[src/csi2_pkg.sv]
`default_nettype none

package csi2_pkg;

  // Stream and header geometry
  localparam int WORD_W     = 32;
  localparam int BYTE_W     = 8;
  localparam int WORD_BYTES = WORD_W / BYTE_W;
  localparam int ECC_W      = 6;
  localparam int HDR_DATA_W = 24;
  localparam int WC_W       = 16;
  localparam int DT_W       = 6;

  // Data identifiers from 0x10 upwards are long packets
  localparam logic [DT_W-1:0] LONG_DT_MIN = 6'h10;

  // Payload CRC, reflected form of x^16+x^12+x^5+1
  localparam int              CRC_W    = 16;
  localparam logic [CRC_W-1:0] CRC_POLY = 16'h8408;
  localparam logic [CRC_W-1:0] CRC_INIT = 16'hFFFF;

  // Syndrome of each header data bit, D23 first
  localparam logic [HDR_DATA_W-1:0][ECC_W-1:0] ECC_COLS = {
    6'h3B, 6'h37, 6'h2F, 6'h1F, 6'h38, 6'h34, 6'h32, 6'h31,
    6'h2C, 6'h2A, 6'h29, 6'h26, 6'h25, 6'h23, 6'h1C, 6'h1A,
    6'h19, 6'h16, 6'h15, 6'h13, 6'h0E, 6'h0D, 6'h0B, 6'h07
  };

  typedef enum logic [DT_W-1:0] {
    DT_FS    = 6'h00,
    DT_FE    = 6'h01,
    DT_LS    = 6'h02,
    DT_LE    = 6'h03,
    DT_RAW10 = 6'h2B
  } csi2_dt_e;

endpackage

`default_nettype wire

[src/video_pkg.sv]
`default_nettype none

package video_pkg;

  // One RAW10 pixel is an MSB byte plus a 2-bit LSB field
  localparam int PX_W  = 10;
  localparam int LSB_W = 2;
  localparam int MSB_W = PX_W - LSB_W;

  // Four pixels travel in five bytes
  localparam int PX_PER_GROUP = 4;
  localparam int GROUP_BYTES  = 5;
  localparam int GROUP_W      = PX_W * PX_PER_GROUP;

  // Gearbox fill phase counts 0 to 4 buffered bytes
  localparam int PHASE_W = 3;

endpackage

`default_nettype wire

[src/csi2_hamming_dec.sv]
`default_nettype none

module csi2_hamming_dec (
  input  logic                        clk_i,
  input  logic                        rst_n_i,
  input  logic                        word_valid_i,
  input  logic [csi2_pkg::WORD_W-1:0] word_i,
  output logic                        dec_valid_o,
  output logic [csi2_pkg::WORD_W-1:0] dec_word_o,
  output logic                        dec_hdr_o,
  output logic                        hdr_err_o,
  output logic                        hdr_corr_o,
  output logic                        hdr_uncorr_o
);

logic                                 idle_q;
logic                                 is_hdr;
logic [csi2_pkg::ECC_W-1:0]           calc_ecc;
logic [csi2_pkg::ECC_W-1:0]           syndrome;
logic [csi2_pkg::HDR_DATA_W-1:0]      flip_mask;
logic                                 ecc_bit_err;
logic                                 data_bit_err;
logic                                 syn_nonzero;

// First word after an idle cycle opens a burst
assign is_hdr = word_valid_i && idle_q;

always_comb
  begin
    calc_ecc  = '0;
    flip_mask = '0;
    for (int i = 0; i < csi2_pkg::HDR_DATA_W; i++)
      if (word_i[i])
        calc_ecc = calc_ecc ^ csi2_pkg::ECC_COLS[i];
    syndrome = calc_ecc ^ word_i[csi2_pkg::HDR_DATA_W +: csi2_pkg::ECC_W];
    // A syndrome equal to a column points at one flipped data bit
    for (int i = 0; i < csi2_pkg::HDR_DATA_W; i++)
      if (syndrome == csi2_pkg::ECC_COLS[i])
        flip_mask[i] = 1'b1;
  end

assign syn_nonzero  = |syndrome;
// Single set bit means the ECC byte itself was hit
assign ecc_bit_err  = syn_nonzero && ((syndrome & (syndrome - 1'b1)) == '0);
assign data_bit_err = |flip_mask;

always_ff @(posedge clk_i or negedge rst_n_i)
  if (!rst_n_i)
    begin
      idle_q       <= 1'b1;
      dec_valid_o  <= 1'b0;
      dec_hdr_o    <= 1'b0;
      hdr_err_o    <= 1'b0;
      hdr_corr_o   <= 1'b0;
      hdr_uncorr_o <= 1'b0;
    end
  else
    begin
      idle_q       <= !word_valid_i;
      dec_valid_o  <= word_valid_i;
      dec_hdr_o    <= is_hdr;
      hdr_err_o    <= is_hdr && syn_nonzero;
      hdr_corr_o   <= is_hdr && (ecc_bit_err || data_bit_err);
      hdr_uncorr_o <= is_hdr && syn_nonzero && !ecc_bit_err && !data_bit_err;
    end

always_ff @(posedge clk_i)
  if (is_hdr)
    dec_word_o <= {word_i[csi2_pkg::WORD_W-1:csi2_pkg::HDR_DATA_W],
                   word_i[csi2_pkg::HDR_DATA_W-1:0] ^ flip_mask};
  else
    dec_word_o <= word_i;

endmodule

`default_nettype wire

[src/csi2_pkt_parser.sv]
`default_nettype none

module csi2_pkt_parser (
  input  logic                        clk_i,
  input  logic                        rst_n_i,
  input  logic                        dec_valid_i,
  input  logic [csi2_pkg::WORD_W-1:0] dec_word_i,
  input  logic                        dec_hdr_i,
  input  logic                        hdr_uncorr_i,
  output logic                        pay_valid_o,
  output logic [csi2_pkg::WORD_W-1:0] pay_data_o,
  output logic                        pay_last_o,
  output logic                        crc_rx_valid_o,
  output logic [csi2_pkg::CRC_W-1:0]  crc_rx_o,
  output logic                        frame_start_o,
  output logic                        frame_end_o
);

typedef enum logic [1:0] {
  WAIT_HDR,
  PAYLOAD,
  CRC_WORD,
  DROP
} state_e;

state_e                         state_q;
logic [csi2_pkg::WC_W-1:0]      byte_cnt_q;
csi2_pkg::csi2_dt_e             hdr_dt;
logic [csi2_pkg::WC_W-1:0]      hdr_wc;
logic                           hdr_long;
logic                           last_word;

// Header fields, lowest byte is the data identifier
assign hdr_dt    = csi2_pkg::csi2_dt_e'(dec_word_i[csi2_pkg::DT_W-1:0]);
assign hdr_wc    = dec_word_i[csi2_pkg::BYTE_W +: csi2_pkg::WC_W];
assign hdr_long  = dec_word_i[csi2_pkg::DT_W-1:0] >= csi2_pkg::LONG_DT_MIN;
assign last_word = byte_cnt_q <= csi2_pkg::WC_W'(csi2_pkg::WORD_BYTES);

always_ff @(posedge clk_i or negedge rst_n_i)
  if (!rst_n_i)
    begin
      state_q        <= WAIT_HDR;
      byte_cnt_q     <= '0;
      pay_valid_o    <= 1'b0;
      pay_last_o     <= 1'b0;
      crc_rx_valid_o <= 1'b0;
      frame_start_o  <= 1'b0;
      frame_end_o    <= 1'b0;
    end
  else
    begin
      pay_valid_o    <= 1'b0;
      pay_last_o     <= 1'b0;
      crc_rx_valid_o <= 1'b0;
      frame_start_o  <= 1'b0;
      frame_end_o    <= 1'b0;
      if (dec_valid_i && dec_hdr_i)
        begin
          // Word count is unknown, so the rest of the burst is lost
          if (hdr_uncorr_i)
            state_q <= DROP;
          else
            case (hdr_dt)
              csi2_pkg::DT_FS:
                begin
                  frame_start_o <= 1'b1;
                  state_q       <= WAIT_HDR;
                end
              csi2_pkg::DT_FE:
                begin
                  frame_end_o <= 1'b1;
                  state_q     <= WAIT_HDR;
                end
              csi2_pkg::DT_LS, csi2_pkg::DT_LE:
                state_q <= WAIT_HDR;
              csi2_pkg::DT_RAW10:
                begin
                  byte_cnt_q <= hdr_wc;
                  state_q    <= (hdr_wc == '0) ? CRC_WORD : PAYLOAD;
                end
              default:
                state_q <= hdr_long ? DROP : WAIT_HDR;
            endcase
        end
      else if (!dec_valid_i)
        // Idle cycle ends any burst
        state_q <= WAIT_HDR;
      else
        case (state_q)
          PAYLOAD:
            begin
              pay_valid_o <= 1'b1;
              pay_last_o  <= last_word;
              byte_cnt_q  <= byte_cnt_q - csi2_pkg::WC_W'(csi2_pkg::WORD_BYTES);
              if (last_word)
                state_q <= CRC_WORD;
            end
          CRC_WORD:
            begin
              crc_rx_valid_o <= 1'b1;
              state_q        <= DROP;
            end
          default:
            state_q <= DROP;
        endcase
    end

// CRC lives in the low half of its word
always_ff @(posedge clk_i)
  if (dec_valid_i)
    begin
      pay_data_o <= dec_word_i;
      crc_rx_o   <= dec_word_i[csi2_pkg::CRC_W-1:0];
    end

endmodule

`default_nettype wire

[src/csi2_crc_calc.sv]
`default_nettype none

module csi2_crc_calc (
  input  logic                        clk_i,
  input  logic                        rst_n_i,
  input  logic                        pay_valid_i,
  input  logic [csi2_pkg::WORD_W-1:0] pay_data_i,
  input  logic                        pay_last_i,
  input  logic                        crc_rx_valid_i,
  input  logic [csi2_pkg::CRC_W-1:0]  crc_rx_i,
  output logic                        crc_err_o
);

logic [csi2_pkg::CRC_W-1:0] crc_q;
logic [csi2_pkg::CRC_W-1:0] crc_hold_q;
logic [csi2_pkg::CRC_W-1:0] crc_next;

// One byte through the reflected CRC, LSB first
function automatic logic [csi2_pkg::CRC_W-1:0] crc_byte(
  input logic [csi2_pkg::CRC_W-1:0]  crc,
  input logic [csi2_pkg::BYTE_W-1:0] data
);
  logic [csi2_pkg::CRC_W-1:0] c;
  c = crc;
  for (int b = 0; b < csi2_pkg::BYTE_W; b++)
    if (c[0] ^ data[b])
      c = (c >> 1) ^ csi2_pkg::CRC_POLY;
    else
      c = c >> 1;
  return c;
endfunction

always_comb
  begin
    crc_next = crc_q;
    for (int i = 0; i < csi2_pkg::WORD_BYTES; i++)
      crc_next = crc_byte(crc_next, pay_data_i[i*csi2_pkg::BYTE_W +: csi2_pkg::BYTE_W]);
  end

always_ff @(posedge clk_i or negedge rst_n_i)
  if (!rst_n_i)
    begin
      crc_q      <= csi2_pkg::CRC_INIT;
      crc_hold_q <= csi2_pkg::CRC_INIT;
      crc_err_o  <= 1'b0;
    end
  else
    begin
      crc_err_o <= 1'b0;
      if (pay_valid_i)
        if (pay_last_i)
          begin
            // Keep the packet result until its CRC word shows up
            crc_hold_q <= crc_next;
            crc_q      <= csi2_pkg::CRC_INIT;
          end
        else
          crc_q <= crc_next;
      if (crc_rx_valid_i)
        begin
          crc_err_o  <= crc_hold_q != crc_rx_i;
          crc_hold_q <= csi2_pkg::CRC_INIT;
        end
    end

endmodule

`default_nettype wire

[src/csi2_raw10_unpack.sv]
`default_nettype none

module csi2_raw10_unpack (
  input  logic                          clk_i,
  input  logic                          rst_n_i,
  input  logic                          pay_valid_i,
  input  logic [csi2_pkg::WORD_W-1:0]   pay_data_i,
  input  logic                          pay_last_i,
  output logic                          px_valid_o,
  output logic [video_pkg::GROUP_W-1:0] px_data_o,
  output logic                          px_last_o
);

logic [video_pkg::PHASE_W-1:0]  phase_q;
logic [csi2_pkg::WORD_W-1:0]    buf_q;
logic [csi2_pkg::WORD_W-1:0]    buf_masked;
logic [2*csi2_pkg::WORD_W-1:0]  cat;
logic [2*csi2_pkg::WORD_W-1:0]  cat_rest;
logic [video_pkg::GROUP_W-1:0]  group_px;
logic                           group_done;
int                             phase_int;
int                             fill;
int                             fill_next;

always_comb
  begin
    phase_int = int'(phase_q);
    // Only the first phase_q buffered bytes are live
    for (int k = 0; k < csi2_pkg::WORD_BYTES; k++)
      if (k < phase_int)
        buf_masked[k*csi2_pkg::BYTE_W +: csi2_pkg::BYTE_W] =
          buf_q[k*csi2_pkg::BYTE_W +: csi2_pkg::BYTE_W];
      else
        buf_masked[k*csi2_pkg::BYTE_W +: csi2_pkg::BYTE_W] = '0;
    // New word lands right after the buffered bytes
    cat = ({{csi2_pkg::WORD_W{1'b0}}, pay_data_i} << (csi2_pkg::BYTE_W * phase_int)) |
          {{csi2_pkg::WORD_W{1'b0}}, buf_masked};
    cat_rest   = cat >> (video_pkg::GROUP_BYTES * csi2_pkg::BYTE_W);
    fill       = phase_int + csi2_pkg::WORD_BYTES;
    group_done = fill >= video_pkg::GROUP_BYTES;
    fill_next  = group_done ? fill - video_pkg::GROUP_BYTES : fill;
    // Pixel i is MSB byte i over LSB pair i of the fifth byte
    for (int i = 0; i < video_pkg::PX_PER_GROUP; i++)
      group_px[i*video_pkg::PX_W +: video_pkg::PX_W] = {
        cat[i*csi2_pkg::BYTE_W +: video_pkg::MSB_W],
        cat[video_pkg::PX_PER_GROUP*csi2_pkg::BYTE_W + i*video_pkg::LSB_W +: video_pkg::LSB_W]
      };
  end

always_ff @(posedge clk_i or negedge rst_n_i)
  if (!rst_n_i)
    begin
      phase_q    <= '0;
      px_valid_o <= 1'b0;
      px_last_o  <= 1'b0;
    end
  else
    begin
      px_valid_o <= pay_valid_i && group_done;
      px_last_o  <= pay_valid_i && group_done && pay_last_i;
      // Realign at the end of every line
      if (pay_valid_i)
        phase_q <= pay_last_i ? '0 : fill_next[video_pkg::PHASE_W-1:0];
    end

always_ff @(posedge clk_i)
  if (pay_valid_i)
    begin
      buf_q <= group_done ? cat_rest[csi2_pkg::WORD_W-1:0] : cat[csi2_pkg::WORD_W-1:0];
      if (group_done)
        px_data_o <= group_px;
    end

endmodule

`default_nettype wire

[src/csi2_rx.sv]
`default_nettype none

module csi2_rx (
  input  logic                          clk_i,
  input  logic                          rst_n_i,
  input  logic                          word_valid_i,
  input  logic [csi2_pkg::WORD_W-1:0]   word_i,
  output logic                          px_valid_o,
  output logic [video_pkg::GROUP_W-1:0] px_data_o,
  output logic                          px_last_o,
  output logic                          frame_start_o,
  output logic                          frame_end_o,
  output logic                          header_err_o,
  output logic                          corr_header_err_o,
  output logic                          crc_err_o
);

// Decoder to parser
logic                         dec_valid;
logic [csi2_pkg::WORD_W-1:0]  dec_word;
logic                         dec_hdr;
logic                         dec_uncorr;

// Parser to unpacker and CRC checker
logic                         pay_valid;
logic [csi2_pkg::WORD_W-1:0]  pay_data;
logic                         pay_last;
logic                         crc_rx_valid;
logic [csi2_pkg::CRC_W-1:0]   crc_rx;

csi2_hamming_dec header_corrector (
  .clk_i        ( clk_i             ),
  .rst_n_i      ( rst_n_i           ),
  .word_valid_i ( word_valid_i      ),
  .word_i       ( word_i            ),
  .dec_valid_o  ( dec_valid         ),
  .dec_word_o   ( dec_word          ),
  .dec_hdr_o    ( dec_hdr           ),
  .hdr_err_o    ( header_err_o      ),
  .hdr_corr_o   ( corr_header_err_o ),
  .hdr_uncorr_o ( dec_uncorr        )
);

// Splits packets and drops what is not RAW10 payload
csi2_pkt_parser pkt_parser (
  .clk_i          ( clk_i         ),
  .rst_n_i        ( rst_n_i       ),
  .dec_valid_i    ( dec_valid     ),
  .dec_word_i     ( dec_word      ),
  .dec_hdr_i      ( dec_hdr       ),
  .hdr_uncorr_i   ( dec_uncorr    ),
  .pay_valid_o    ( pay_valid     ),
  .pay_data_o     ( pay_data      ),
  .pay_last_o     ( pay_last      ),
  .crc_rx_valid_o ( crc_rx_valid  ),
  .crc_rx_o       ( crc_rx        ),
  .frame_start_o  ( frame_start_o ),
  .frame_end_o    ( frame_end_o   )
);

csi2_crc_calc crc_calc (
  .clk_i          ( clk_i        ),
  .rst_n_i        ( rst_n_i      ),
  .pay_valid_i    ( pay_valid    ),
  .pay_data_i     ( pay_data     ),
  .pay_last_i     ( pay_last     ),
  .crc_rx_valid_i ( crc_rx_valid ),
  .crc_rx_i       ( crc_rx       ),
  .crc_err_o      ( crc_err_o    )
);

// 32-bit words to four-pixel groups
csi2_raw10_unpack gbx (
  .clk_i       ( clk_i      ),
  .rst_n_i     ( rst_n_i    ),
  .pay_valid_i ( pay_valid  ),
  .pay_data_i  ( pay_data   ),
  .pay_last_i  ( pay_last   ),
  .px_valid_o  ( px_valid_o ),
  .px_data_o   ( px_data_o  ),
  .px_last_o   ( px_last_o  )
);

endmodule

`default_nettype wire

[config.mk]
export PLATFORM = sky130hd
export DESIGN_NAME = csi2_rx
export DESIGN_NICKNAME = d
export VERILOG_FILES = /design/src/csi2_pkg.sv /design/src/video_pkg.sv /design/src/csi2_hamming_dec.sv /design/src/csi2_pkt_parser.sv /design/src/csi2_crc_calc.sv /design/src/csi2_raw10_unpack.sv /design/src/csi2_rx.sv
export SDC_FILE = /design/constraint.sdc
export NUM_CORES = 1
export LEC_CHECK = 0
export ABC_AREA = 1
export BUFFER_PORTS_ARGS = -buffer_cell sky130_fd_sc_hd__buf_2
export CAP_MARGIN = 10
export CELL_PAD_IN_SITES_DETAIL_PLACEMENT = 0
export CELL_PAD_IN_SITES_GLOBAL_PLACEMENT = 1
export CORE_AREA = 2 2 165 167
export CTS_CLUSTER_DIAMETER = 150
export CTS_CLUSTER_SIZE = 40
export DETAILED_ROUTE_END_ITERATION = 12
export DIE_AREA = 0 0 167 169
export PLACE_DENSITY_LB_ADDON = 0.2
export SLEW_MARGIN = 25
export SYNTH_ARGS = -nofsm -noshare
export SYNTH_HDL_FRONTEND = slang
export SYNTH_HIERARCHICAL = 1
export SYNTH_SLANG_ARGS = --single-unit
[constraint.sdc]
create_clock -name clk_i -period 9.3 [get_ports clk_i]
set_clock_uncertainty 0.15 [all_clocks]
set_input_delay 0.93 -clock clk_i [delete_from_list [all_inputs] [get_ports clk_i]]
set_output_delay 0.93 -clock clk_i [all_outputs]
set_load 0.005 [all_outputs]
After elaboration in Yosys (flattened, before gate mapping)
Index checks and enable logic that the tools add are counted. W data, S select, Z words.

Register bits after elaboration: 219. Bits of input ports: 35. Output and inout bits: 47. Logic and storage cells: 309.

Reductions and logical operators: 26. Equal/unequal tests: 34. Muxes and demuxes: 121. Shifts and indexed selects: 1. $lt $le $gt $ge: 7. Bitwise gates (word level): 91. $add $sub $neg: 4.

Operator list (count): $mux W16 (41); $not A2 Y3 (35); $eq A6 B6 Y1 const B (14); $mux W6 (13); $or A64 B32 Y64 (1); $shl A32 B6 Y64 (1); $mux W24 (2); $not A3 Y3 (16); $eq A6 B5 Y1 const B (7); $mux W1 (40); $mux W5 (7); $mux W8 (4); $xor A1 B1 Y1 (32); $reduce_or A24 Y1 (1); $xor A24 B24 Y24 (1); $not A5 Y5 (4); $eq A6 B4 Y1 const B (3); $le A16 B3 Y1 const B (1); $logic_not A16 Y1 (1); $ne A16 B16 Y1 (1); $sub A16 B3 Y16 const B (1); $mux W2 (7); $eq A6 B2 Y1 const B (2); $logic_not A6 Y1 (2); other kinds (26) (47).

Longest topological paths before layout
Gate-level depths: netlist of the first run.

Depth after elaboration: 67. Gate-level depth with buffers: 24. Mapped depth without buffers: 23.

Modules after synthesis
Netlist of the first run, hierarchy kept.

Modules (own cells, without submodules): csi2_raw10_unpack (seq. area each 2287.2 um2, cells each 449, area each 4070.2 um2, instances 1); csi2_crc_calc (seq. area each 865.8 um2, cells each 460, area each 3131.8 um2, instances 1); csi2_hamming_dec (seq. area each 792.0 um2, cells each 475, area each 2962.8 um2, instances 1); csi2_pkt_parser (seq. area each 1536.5 um2, cells each 295, area each 2631.3 um2, instances 1).

Worst setup path after synthesis of the first run
Ideal clock, no wire load.

Path type: reg-to-reg. From: reg pkt_parser.pay_valid_o. To: reg gbx/px_data_o[0] (netlist bit), enable pin. Clock period less this slack: 3.626 ns. Cell stages (with the launch flop): 3. Setup time: 0.441 ns. Data arrival time: 3.035 ns. Data required time: 8.709 ns. Buffers on the path: 0. Setup slack: 5.674 ns. Path through: dfrtp_1 > inv_1 > nor2_1.

Cells in the longest elaborated chain, start to end: 1.

RTL lines: from (decl) (line csi2_pkt_parser.sv:10) `output logic pay_valid_o,`; from (signal assigned) (line csi2_pkt_parser.sv:44) `pay_valid_o <= 1'b0;`; from (signal assigned) (line csi2_pkt_parser.sv:52) `pay_valid_o <= 1'b0;`; from (signal assigned) (line csi2_pkt_parser.sv:92) `pay_valid_o <= 1'b1;`; $reduce_and A2 Y1 (no source line); to (signal assigned) (line csi2_raw10_unpack.sv:71) `px_data_o <= group_px;`; to (decl) (line csi2_raw10_unpack.sv:10) `output logic [video_pkg::GROUP_W-1:0] px_data_o,`.

No other way between the ends. A chain may end at the register's enable or synchronous reset.

Worst setup path in the final report of the first run
From: reg pkt_parser/pay_data_o[3] (netlist bit). To: reg crc_calc/crc_q[10] (netlist bit).

Cells in the longest elaborated chain, start to end: 38. Elaborated cells on any way between the ends: 55. Those cells by class: mux: 30; bitwise: 25.

RTL lines: from (decl) (line csi2_pkt_parser.sv:11) `output logic [csi2_pkg::WORD_W-1:0] pay_data_o,`; from (signal assigned) (line csi2_pkt_parser.sv:112) `pay_data_o <= dec_word_i;`; $xor A1 B1 Y1 * (line csi2_crc_calc.sv:26) `if (c[0] ^ data[b])`; $mux W16 * (4 in a row) (line csi2_crc_calc.sv:26); $xor A1 B1 Y1 (line csi2_crc_calc.sv:26); $mux W16 * (4 in a row) (line csi2_crc_calc.sv:26); $xor A1 B1 Y1 (line csi2_crc_calc.sv:26); $mux W16 * (4 in a row) (line csi2_crc_calc.sv:26); $xor A1 B1 Y1 (line csi2_crc_calc.sv:26); $mux W16 * (4 in a row) (line csi2_crc_calc.sv:26); $xor A1 B1 Y1 (line csi2_crc_calc.sv:26); $mux W16 * (4 in a row) (line csi2_crc_calc.sv:26); $xor A1 B1 Y1 (line csi2_crc_calc.sv:26); $mux W16 * (4 in a row) (line csi2_crc_calc.sv:26); $xor A1 B1 Y1 (line csi2_crc_calc.sv:26); $mux W16 * (4 in a row) (line csi2_crc_calc.sv:26); $xor A1 B1 Y1 (line csi2_crc_calc.sv:26); $mux W16 * (line csi2_crc_calc.sv:26); $mux W16 * (line csi2_crc_calc.sv:51) `if (pay_last_i)`; to (signal assigned) (line csi2_crc_calc.sv:43) `crc_q <= csi2_pkg::CRC_INIT;`; to (signal assigned) (line csi2_crc_calc.sv:55) `crc_q <= csi2_pkg::CRC_INIT;`; to (signal assigned) (line csi2_crc_calc.sv:58) `crc_q <= crc_next;`; to (decl) (line csi2_crc_calc.sv:14) `logic [csi2_pkg::CRC_W-1:0] crc_q;`.

Mark *: on every way between the ends. The rest lies on a longest branch, timed or not.

==> impl_metrics.ini, run 1 <==
[outcome]
status = finished clean

[finish]
drive_above_1_share_pct = 16.2
syn_to_final_growth_pct = 6.05
final_common_cell = nand2_1
antenna_cells = 0
layout_common_cells = nand2_1, nand3_1, inv_1
fill_cells = 2667
fin_nets = 1751

[grt]
grt-ovfl-total = 0
grt_pass1_wl_um = 55800
grt_start_max_net_pins = 68
grt_pass1_vias = 10266
grt_antenna_before_repair = 0
grtUsageTotal_pct = 25.1

[clocking]
clkLatencyLatePin_ns = 0.49
path_clk_slew_ns = 0.13
ctsHtreeMaxLevel = 1
cts_root_buf = clkbuf_16
cts_resized = 0
clock-sinks = 203
cts_buffer_depth = 3
cts_tree = built
cts_setup_buffers = 0
holdBufCountCts = 0
cts-buffers-inserted = 9

[pwr]
internal-power_mw = 2.41
swShare_pct = 52.7
ir_drop_v = 0.000279
p_comb_share_pct = 64.8
p_clk_share_pct = 9.7
power_switching_mw = 2.69
powerDensity_nw_per_um2 = 376
pwr-share-seq_pct = 25.6
finalPower_mw = 5.10
power_leakage_nw = 6.64

[logic_synthesis]
syn_avg_cell_area_sq_um = 7.62
syn-num-nets = 1718
synth_seq_cells = 203
synth_ff_type = edfxtp_1
syn_inst = 1679
ys_seq_area_share_pct = 42.8
synthAdderAreaFrac_pct = 0.391
muxShareOfSynthArea_pct = 0
synth_top_family_by_area = simple AND/OR/NAND/NOR gates
yosysWarnings = 6
syn-cell-area_sq_um = 12800
async_flop_share_pct = 33.0
synth_simple_gate_area_share_pct = 35.8
synth_compound_area_share_pct = 5.45
synth_edf_count = 104
synth_cell_types = 54
synth-xor-area-share_pct = 7.08

[drt]
drtIter0Drc = 814
drt-total-wl_um = 35200
vias = 10673
drc = 0
first_pass_iters = 5
ant_nets = 0
vias_per_cell = 5.19
post_drt_wl_per_cell_um = 17.1

[sta]
rsz0062_at_grt = no
fin_tns_setup_ns = 0
fin_crit_sh_pct = 32.6
fin_crit_ns = 3.03
max_freq_ghz = 0.330
setup_viol = 0
worst_pin_slew_ns = 0.849
hold_violations = 0
slew_violations = 0
slew_headroom_pct = 43.2

[critical_path]
worstPathCellList = xnor2_2, nand2_2, nand2_4, nand2_2, nand2_4, nand2_4, nand2_4, nand2_4, nand2_2, nand2_2, nand3_2, nand2_4, nand2_4, nand2_2, nand2_2, nand2_2, nand2_1, nand3_1, nand2_1, inv_1
crit_path_max_fanout = 6
critPathMaxStageDelay_ns = 0.64
crit_arrival_ns = 3.31
path_class = flip-flop to flip-flop
endpoint_kind = flip-flop
cp-start-kind = flip-flop
slowest_stage = edfxtp_1
worstPathRequired_ns = 9.57

[run]
cap_violations = 0

[place]
io_buffers = 81
place_congestion = 0.895
dp_hpwl_um = 26800

[floorplan]
num_io_pins = 82
die_w_um = 167
dieArea_sq_um = 28200
fp.coreArea_sq_um = 26500
start_util_pct = 48.3
num_rows = 60
die_y_um = 169

[min_path]
hold_class = flip-flop to flip-flop
## sequential cells by signal, summed over array words and instances (netlist names), 2 cells and up
name                         flops
header_corrector/dec_word_o     32
pkt_parser/state_q               2
pkt_parser/byte_cnt_q           16
gbx/px_data_o                   40
crc_calc/crc_hold_q             16
gbx/phase_q                      3
pkt_parser/pay_data_o           32
crc_calc/crc_q                  16
gbx/buf_q                       32
## synth_stat cells (2+ instances only)
cell	n	area share, %
a31oi_1	7	0.34
dfstp_2	33	6.8
o211ai_1	13	0.76
nand2_2	57	2.8
nand3_1	181	7.1
o22ai_1	4	0.20
nand4_1	4	0.20
a21oi_1	26	1.0
dfxtp_1	32	5.0
dfrtp_1	34	6.6
buf_2	21	0.82
nand2_1	583	17
nor2_1	105	3.1
and2_1	5	0.24
clkbuf_1	8	0.23
a21oi_2	2	0.14
nand2_4	15	1.3
or2_2	9	0.44
edfxtp_1	104	24
inv_1	149	4.4
o21ai_0	29	1.1
nor3_1	7	0.27
nand3_2	13	1.0
nor2_4	9	0.79
buf_6	7	0.62
a22oi_1	4	0.23
o21ai_1	30	1.2
xnor2_1	30	2.1
buf_4	26	1.5
xnor2_2	3	0.38
clkinv_1	3	0.088
nand3b_1	8	0.47
ha_1	4	0.39
xor2_1	66	4.5
nor2_2	7	0.34
nor4_1	2	0.098
inv_2	22	0.65
## worst paths after layout
path | to | startpoint | cells past startpoint | slack, ns
setup / recovery | crc_calc/crc_q[10] | pkt_parser/pay_data_o[3] | 20 | 6.27
hold / removal | pkt_parser/pay_data_o[31] | header_corrector/dec_word_o[31] | 0 | 0.27
setup reg to reg | crc_calc/crc_q[10] | pkt_parser/pay_data_o[3] | 20 | 6.27
hold reg to reg | pkt_parser/pay_data_o[31] | header_corrector/dec_word_o[31] | 0 | 0.27
max in group asynchronous | pkt_parser/pay_valid_o | rst_n_i | 1 | 8.17
min in group asynchronous | gbx/px_valid_o | rst_n_i | 1 | 0.29
## power groups by stage
stage / clock network [mW] / registers, mW / logic [mW]
after floorplan: 0 / 1.27 / 2.60
after global placement: 0 / 1.32 / 3.26
after detailed placement: 0 / 1.32 / 3.28
after CTS: 0.512 / 1.30 / 3.29
after global routing: 0.534 / 1.32 / 3.70
final: 0.495 / 1.30 / 3.30
## cell families (layout without fill, tap and decap cells)
family          after synthesis  count (layout)
compound gates              122             122
xor+xnor                    100             100
fa+ha+maj                     4               4
buf+inv                     239             274
flops                       203             203
simple gates               1011            1011
## worst max-delay path: cells and delay by family (launching register included)
| kind | cells | cell delay [ns] |
|---|---|---|
| DFF | 1 | 0.64 |
| and+or+nand+nor | 18 | 1.67 |
| buffers and inverters | 1 | 0.04 |
| xor gates and xnor gates | 1 | 0.49 |
## cell type report
class	instances	area (sq um)	area share, %
repair buffers	86	462	3.40
clock inverters	2	38.8	0.286
multi-input cells	1237	6250	46.0
flip-flops and latches	203	5480	40.4
well taps	341	427	3.14
clock buffers	11	254	1.87
inverters	175	659	4.86
## routing by layer
metal,vias to the layer above,GRT usage [%],part of all wire [%]
li1,5394,-,-
met1,4924,33.0,44
met2,298,43.9,48
met3,57,2.78,4.5
met4,0,7.42,3.2
met5,-,0,0
## through the flow
step | hold slack, ns | setup WS, ns | util [%] | instance area, sq um | std cells
2_1_floorplan | 0.236 | 5.67 | - | 12800 | 1679
3_3_place_gp | 0.238 | 6.10 | 50.0 | 13300 | 2041
3_5_place_dp | 0.242 | 5.98 | 50.0 | 13300 | 2041
4_1_cts | 0.268 | 5.98 | 51.1 | 13500 | 2054
5_1_grt | 0.276 | 6.04 | 51.2 | 13600 | 2055
6_report | 0.270 | 6.27 | 51.2 | 13600 | 2055
(Power assumes the default switching activity.)
==> inputs of run 2 (changes only) <==
--- a/config.mk
+++ b/config.mk
@@ -10,11 +10,11 @@
 export CAP_MARGIN = 10
 export CELL_PAD_IN_SITES_DETAIL_PLACEMENT = 0
 export CELL_PAD_IN_SITES_GLOBAL_PLACEMENT = 1
-export CORE_AREA = 2 2 165 167
+export CORE_AREA = 2 2 180 182
 export CTS_CLUSTER_DIAMETER = 150
 export CTS_CLUSTER_SIZE = 40
 export DETAILED_ROUTE_END_ITERATION = 12
-export DIE_AREA = 0 0 167 169
+export DIE_AREA = 0 0 182 184
 export PLACE_DENSITY_LB_ADDON = 0.2
 export SLEW_MARGIN = 25
 export SYNTH_ARGS = -nofsm -noshare
==> constraint.sdc (replaced) <==
create_clock -name clk_i -period 2.6 [get_ports clk_i]
set_clock_uncertainty 0.15 [all_clocks]
set_input_delay 0.26 -clock clk_i [delete_from_list [all_inputs] [get_ports clk_i]]
set_output_delay 0.26 -clock clk_i [all_outputs]
set_load 0.005 [all_outputs]
==> run 2 against run 1 <==
The flow now finishes with violations (negative setup slack). Register-to-register slack worse by 6.4 ns. Global-route usage is 1.8 points lower. Maximum frequency is 12% higher. Sequential share of layout area is 4.9 points lower. Via count is 5.4% higher. Cell count is 8.9% higher. Core utilization is 2.0 points lower. Wire length is 12% higher. Final area is 14% higher. Critical path depth is 1 lower. Hold slack worse by 0.25 ns. Critical path type unchanged. Largest cell class unchanged.
==> impl_metrics.ini, run 2 (synthesis gave the netlist of run 1 again) <==
[drt]
ant_nets = 0
first_pass_iters = 5
drt-total-wl_um = 39400
post_drt_wl_per_cell_um = 17.6
drc = 0
vias = 11254
vias_per_cell = 5.03
drtIter0Drc = 722

[grt]
grt_antenna_before_repair = 0
grt_pass1_wl_um = 60400
grtUsageTotal_pct = 23.4
grt-ovfl-total = 0
grt_start_max_net_pins = 47
grt_pass1_vias = 11018

[sta]
setup_viol = 17
slew_violations = 0
max_freq_ghz = 0.370
setup_ws_ns = -0.104
worst_pin_slew_ns = 0.835
fin_crit_ns = 2.70
slew_headroom_pct = 44.2
fin_crit_sh_pct = 104
hold_violations = 0
rsz0062_at_grt = yes

[finish]
drive_above_1_share_pct = 26.3
finalNonFillerCells = 2238
antenna_cells = 0
largest_reg_flops = 40
fin_nets = 1873
post-route-util_pct = 49.2
layout_common_cells = nand2_1, nand3_1, inv_1
final_common_cell = nand2_1
largest_register = gbx/px_data_o
syn_to_final_growth_pct = 20.6
fill_cells = 3115

[min_path]
hold_depth = 2
hold_class = input pin to flip-flop

[floorplan]
num_io_pins = 82
start_util_pct = 40.8
fp.coreArea_sq_um = 31400
die_w_um = 182
num_rows = 65
dieArea_sq_um = 33500
die_y_um = 184

[critical_path]
endpoint_kind = flip-flop
worst-r2r-cell-count = 19
worstPathRequired_ns = 2.88
cp-start-kind = flip-flop
path_class = flip-flop to flip-flop
crit_arrival_ns = 2.98
crit_path_max_fanout = 4

[clocking]
path_clk_slew_ns = 0.14
clkLatencyLatePin_ns = 0.49
cts_buffer_depth = 3
cts_root_buf = clkbuf_16
ctsHtreeMaxLevel = 1
cts-buffers-inserted = 9
clock-sinks = 203
cts_tree = built

[run]
cap_violations = 0

[place]
dp.cells = 2167
dp_hpwl_um = 29600
place_congestion = 0.910
io_buffers = 81

[outcome]
status = finished with violations
violations = negative setup slack
[run 2: critical path, stage by stage, from the launching register on]
cell and delay [ns]:
dfstp_2 0.58, inv_1 0.05, nand2_2 0.09, nand2_2 0.07, nand2_4 0.08, nand3b_1 0.19
nand3_2 0.16, nand2_4 0.07, or2_4 0.27, nand3b_1 0.20, nand2_4 0.09, nand2_2 0.08
nand2_2 0.06, buf_6 0.12, nand2_4 0.07, nand2_4 0.07, nand2_2 0.06, nand3_1 0.06
nand2_1 0.08, inv_1 0.04
[run 2: routing by layer]
layer  part of all wire [%]  GRT usage, %  vias to the layer above
met1                     44          30.7                     5264
met3                    4.7          2.34                       56
met4                    3.0          7.00                        0
met2                     48          40.8                      297
met5                      0             0                        -
li1                       -             -                     5637
[run 2: through the flow]
step	worst slack [ns]	TNS, ns	hold slack [ns]	cell area [sq um]
floorplan	0.0248	0	-0.186	12800
global placement	-0.196	-2.36	0.193	13800
detailed placement	-0.217	-2.95	0.191	13800
CTS	-0.0289	-0.0350	0.0254	15000
global route	-0.261	-4.67	0.0128	15400
finish	-0.104	-0.985	0.0248	15400
[run 2: final timing paths]
kind                                                 start                              end  slack [ns]
max                                      crc_calc/crc_q[5]                crc_calc/crc_q[8]       -0.10
min                                             word_i[22]  header_corrector/dec_word_o[22]        0.02
max reg2reg                              crc_calc/crc_q[5]                crc_calc/crc_q[8]       -0.10
min reg2reg                header_corrector/dec_word_o[26]        pkt_parser/pay_data_o[26]        0.27
max in group asynchronous                          rst_n_i           crc_calc/crc_hold_q[0]        1.37
min in group asynchronous                          rst_n_i                   gbx/px_valid_o        0.17
[run 2: cell type report]
type                       instances  area, sq um  area share, %
clock buffer                      11          233           1.51
clock inverter                     2         36.3          0.235
inverter                         175          669           4.34
multi-input combinational       1237         7040           45.6
sequential                       203         5480           35.5
tap                              402          503           3.26
timing repair buffer             208         1470           9.51
[run 2: timing repair]
item	4_1_cts	5_1_grt
gates resized for setup	99	85
gates cloned	0	0
buffers inserted	19	10
endpoints found under the hold margin	64	0
hold buffers	30	0
pin swaps	50	47
endpoints found under the setup margin	28	34
Power of run 2 is left out: the tool's default activity adds up to more than one toggle a clock period on the data nets, which glitch-free logic cannot reach.
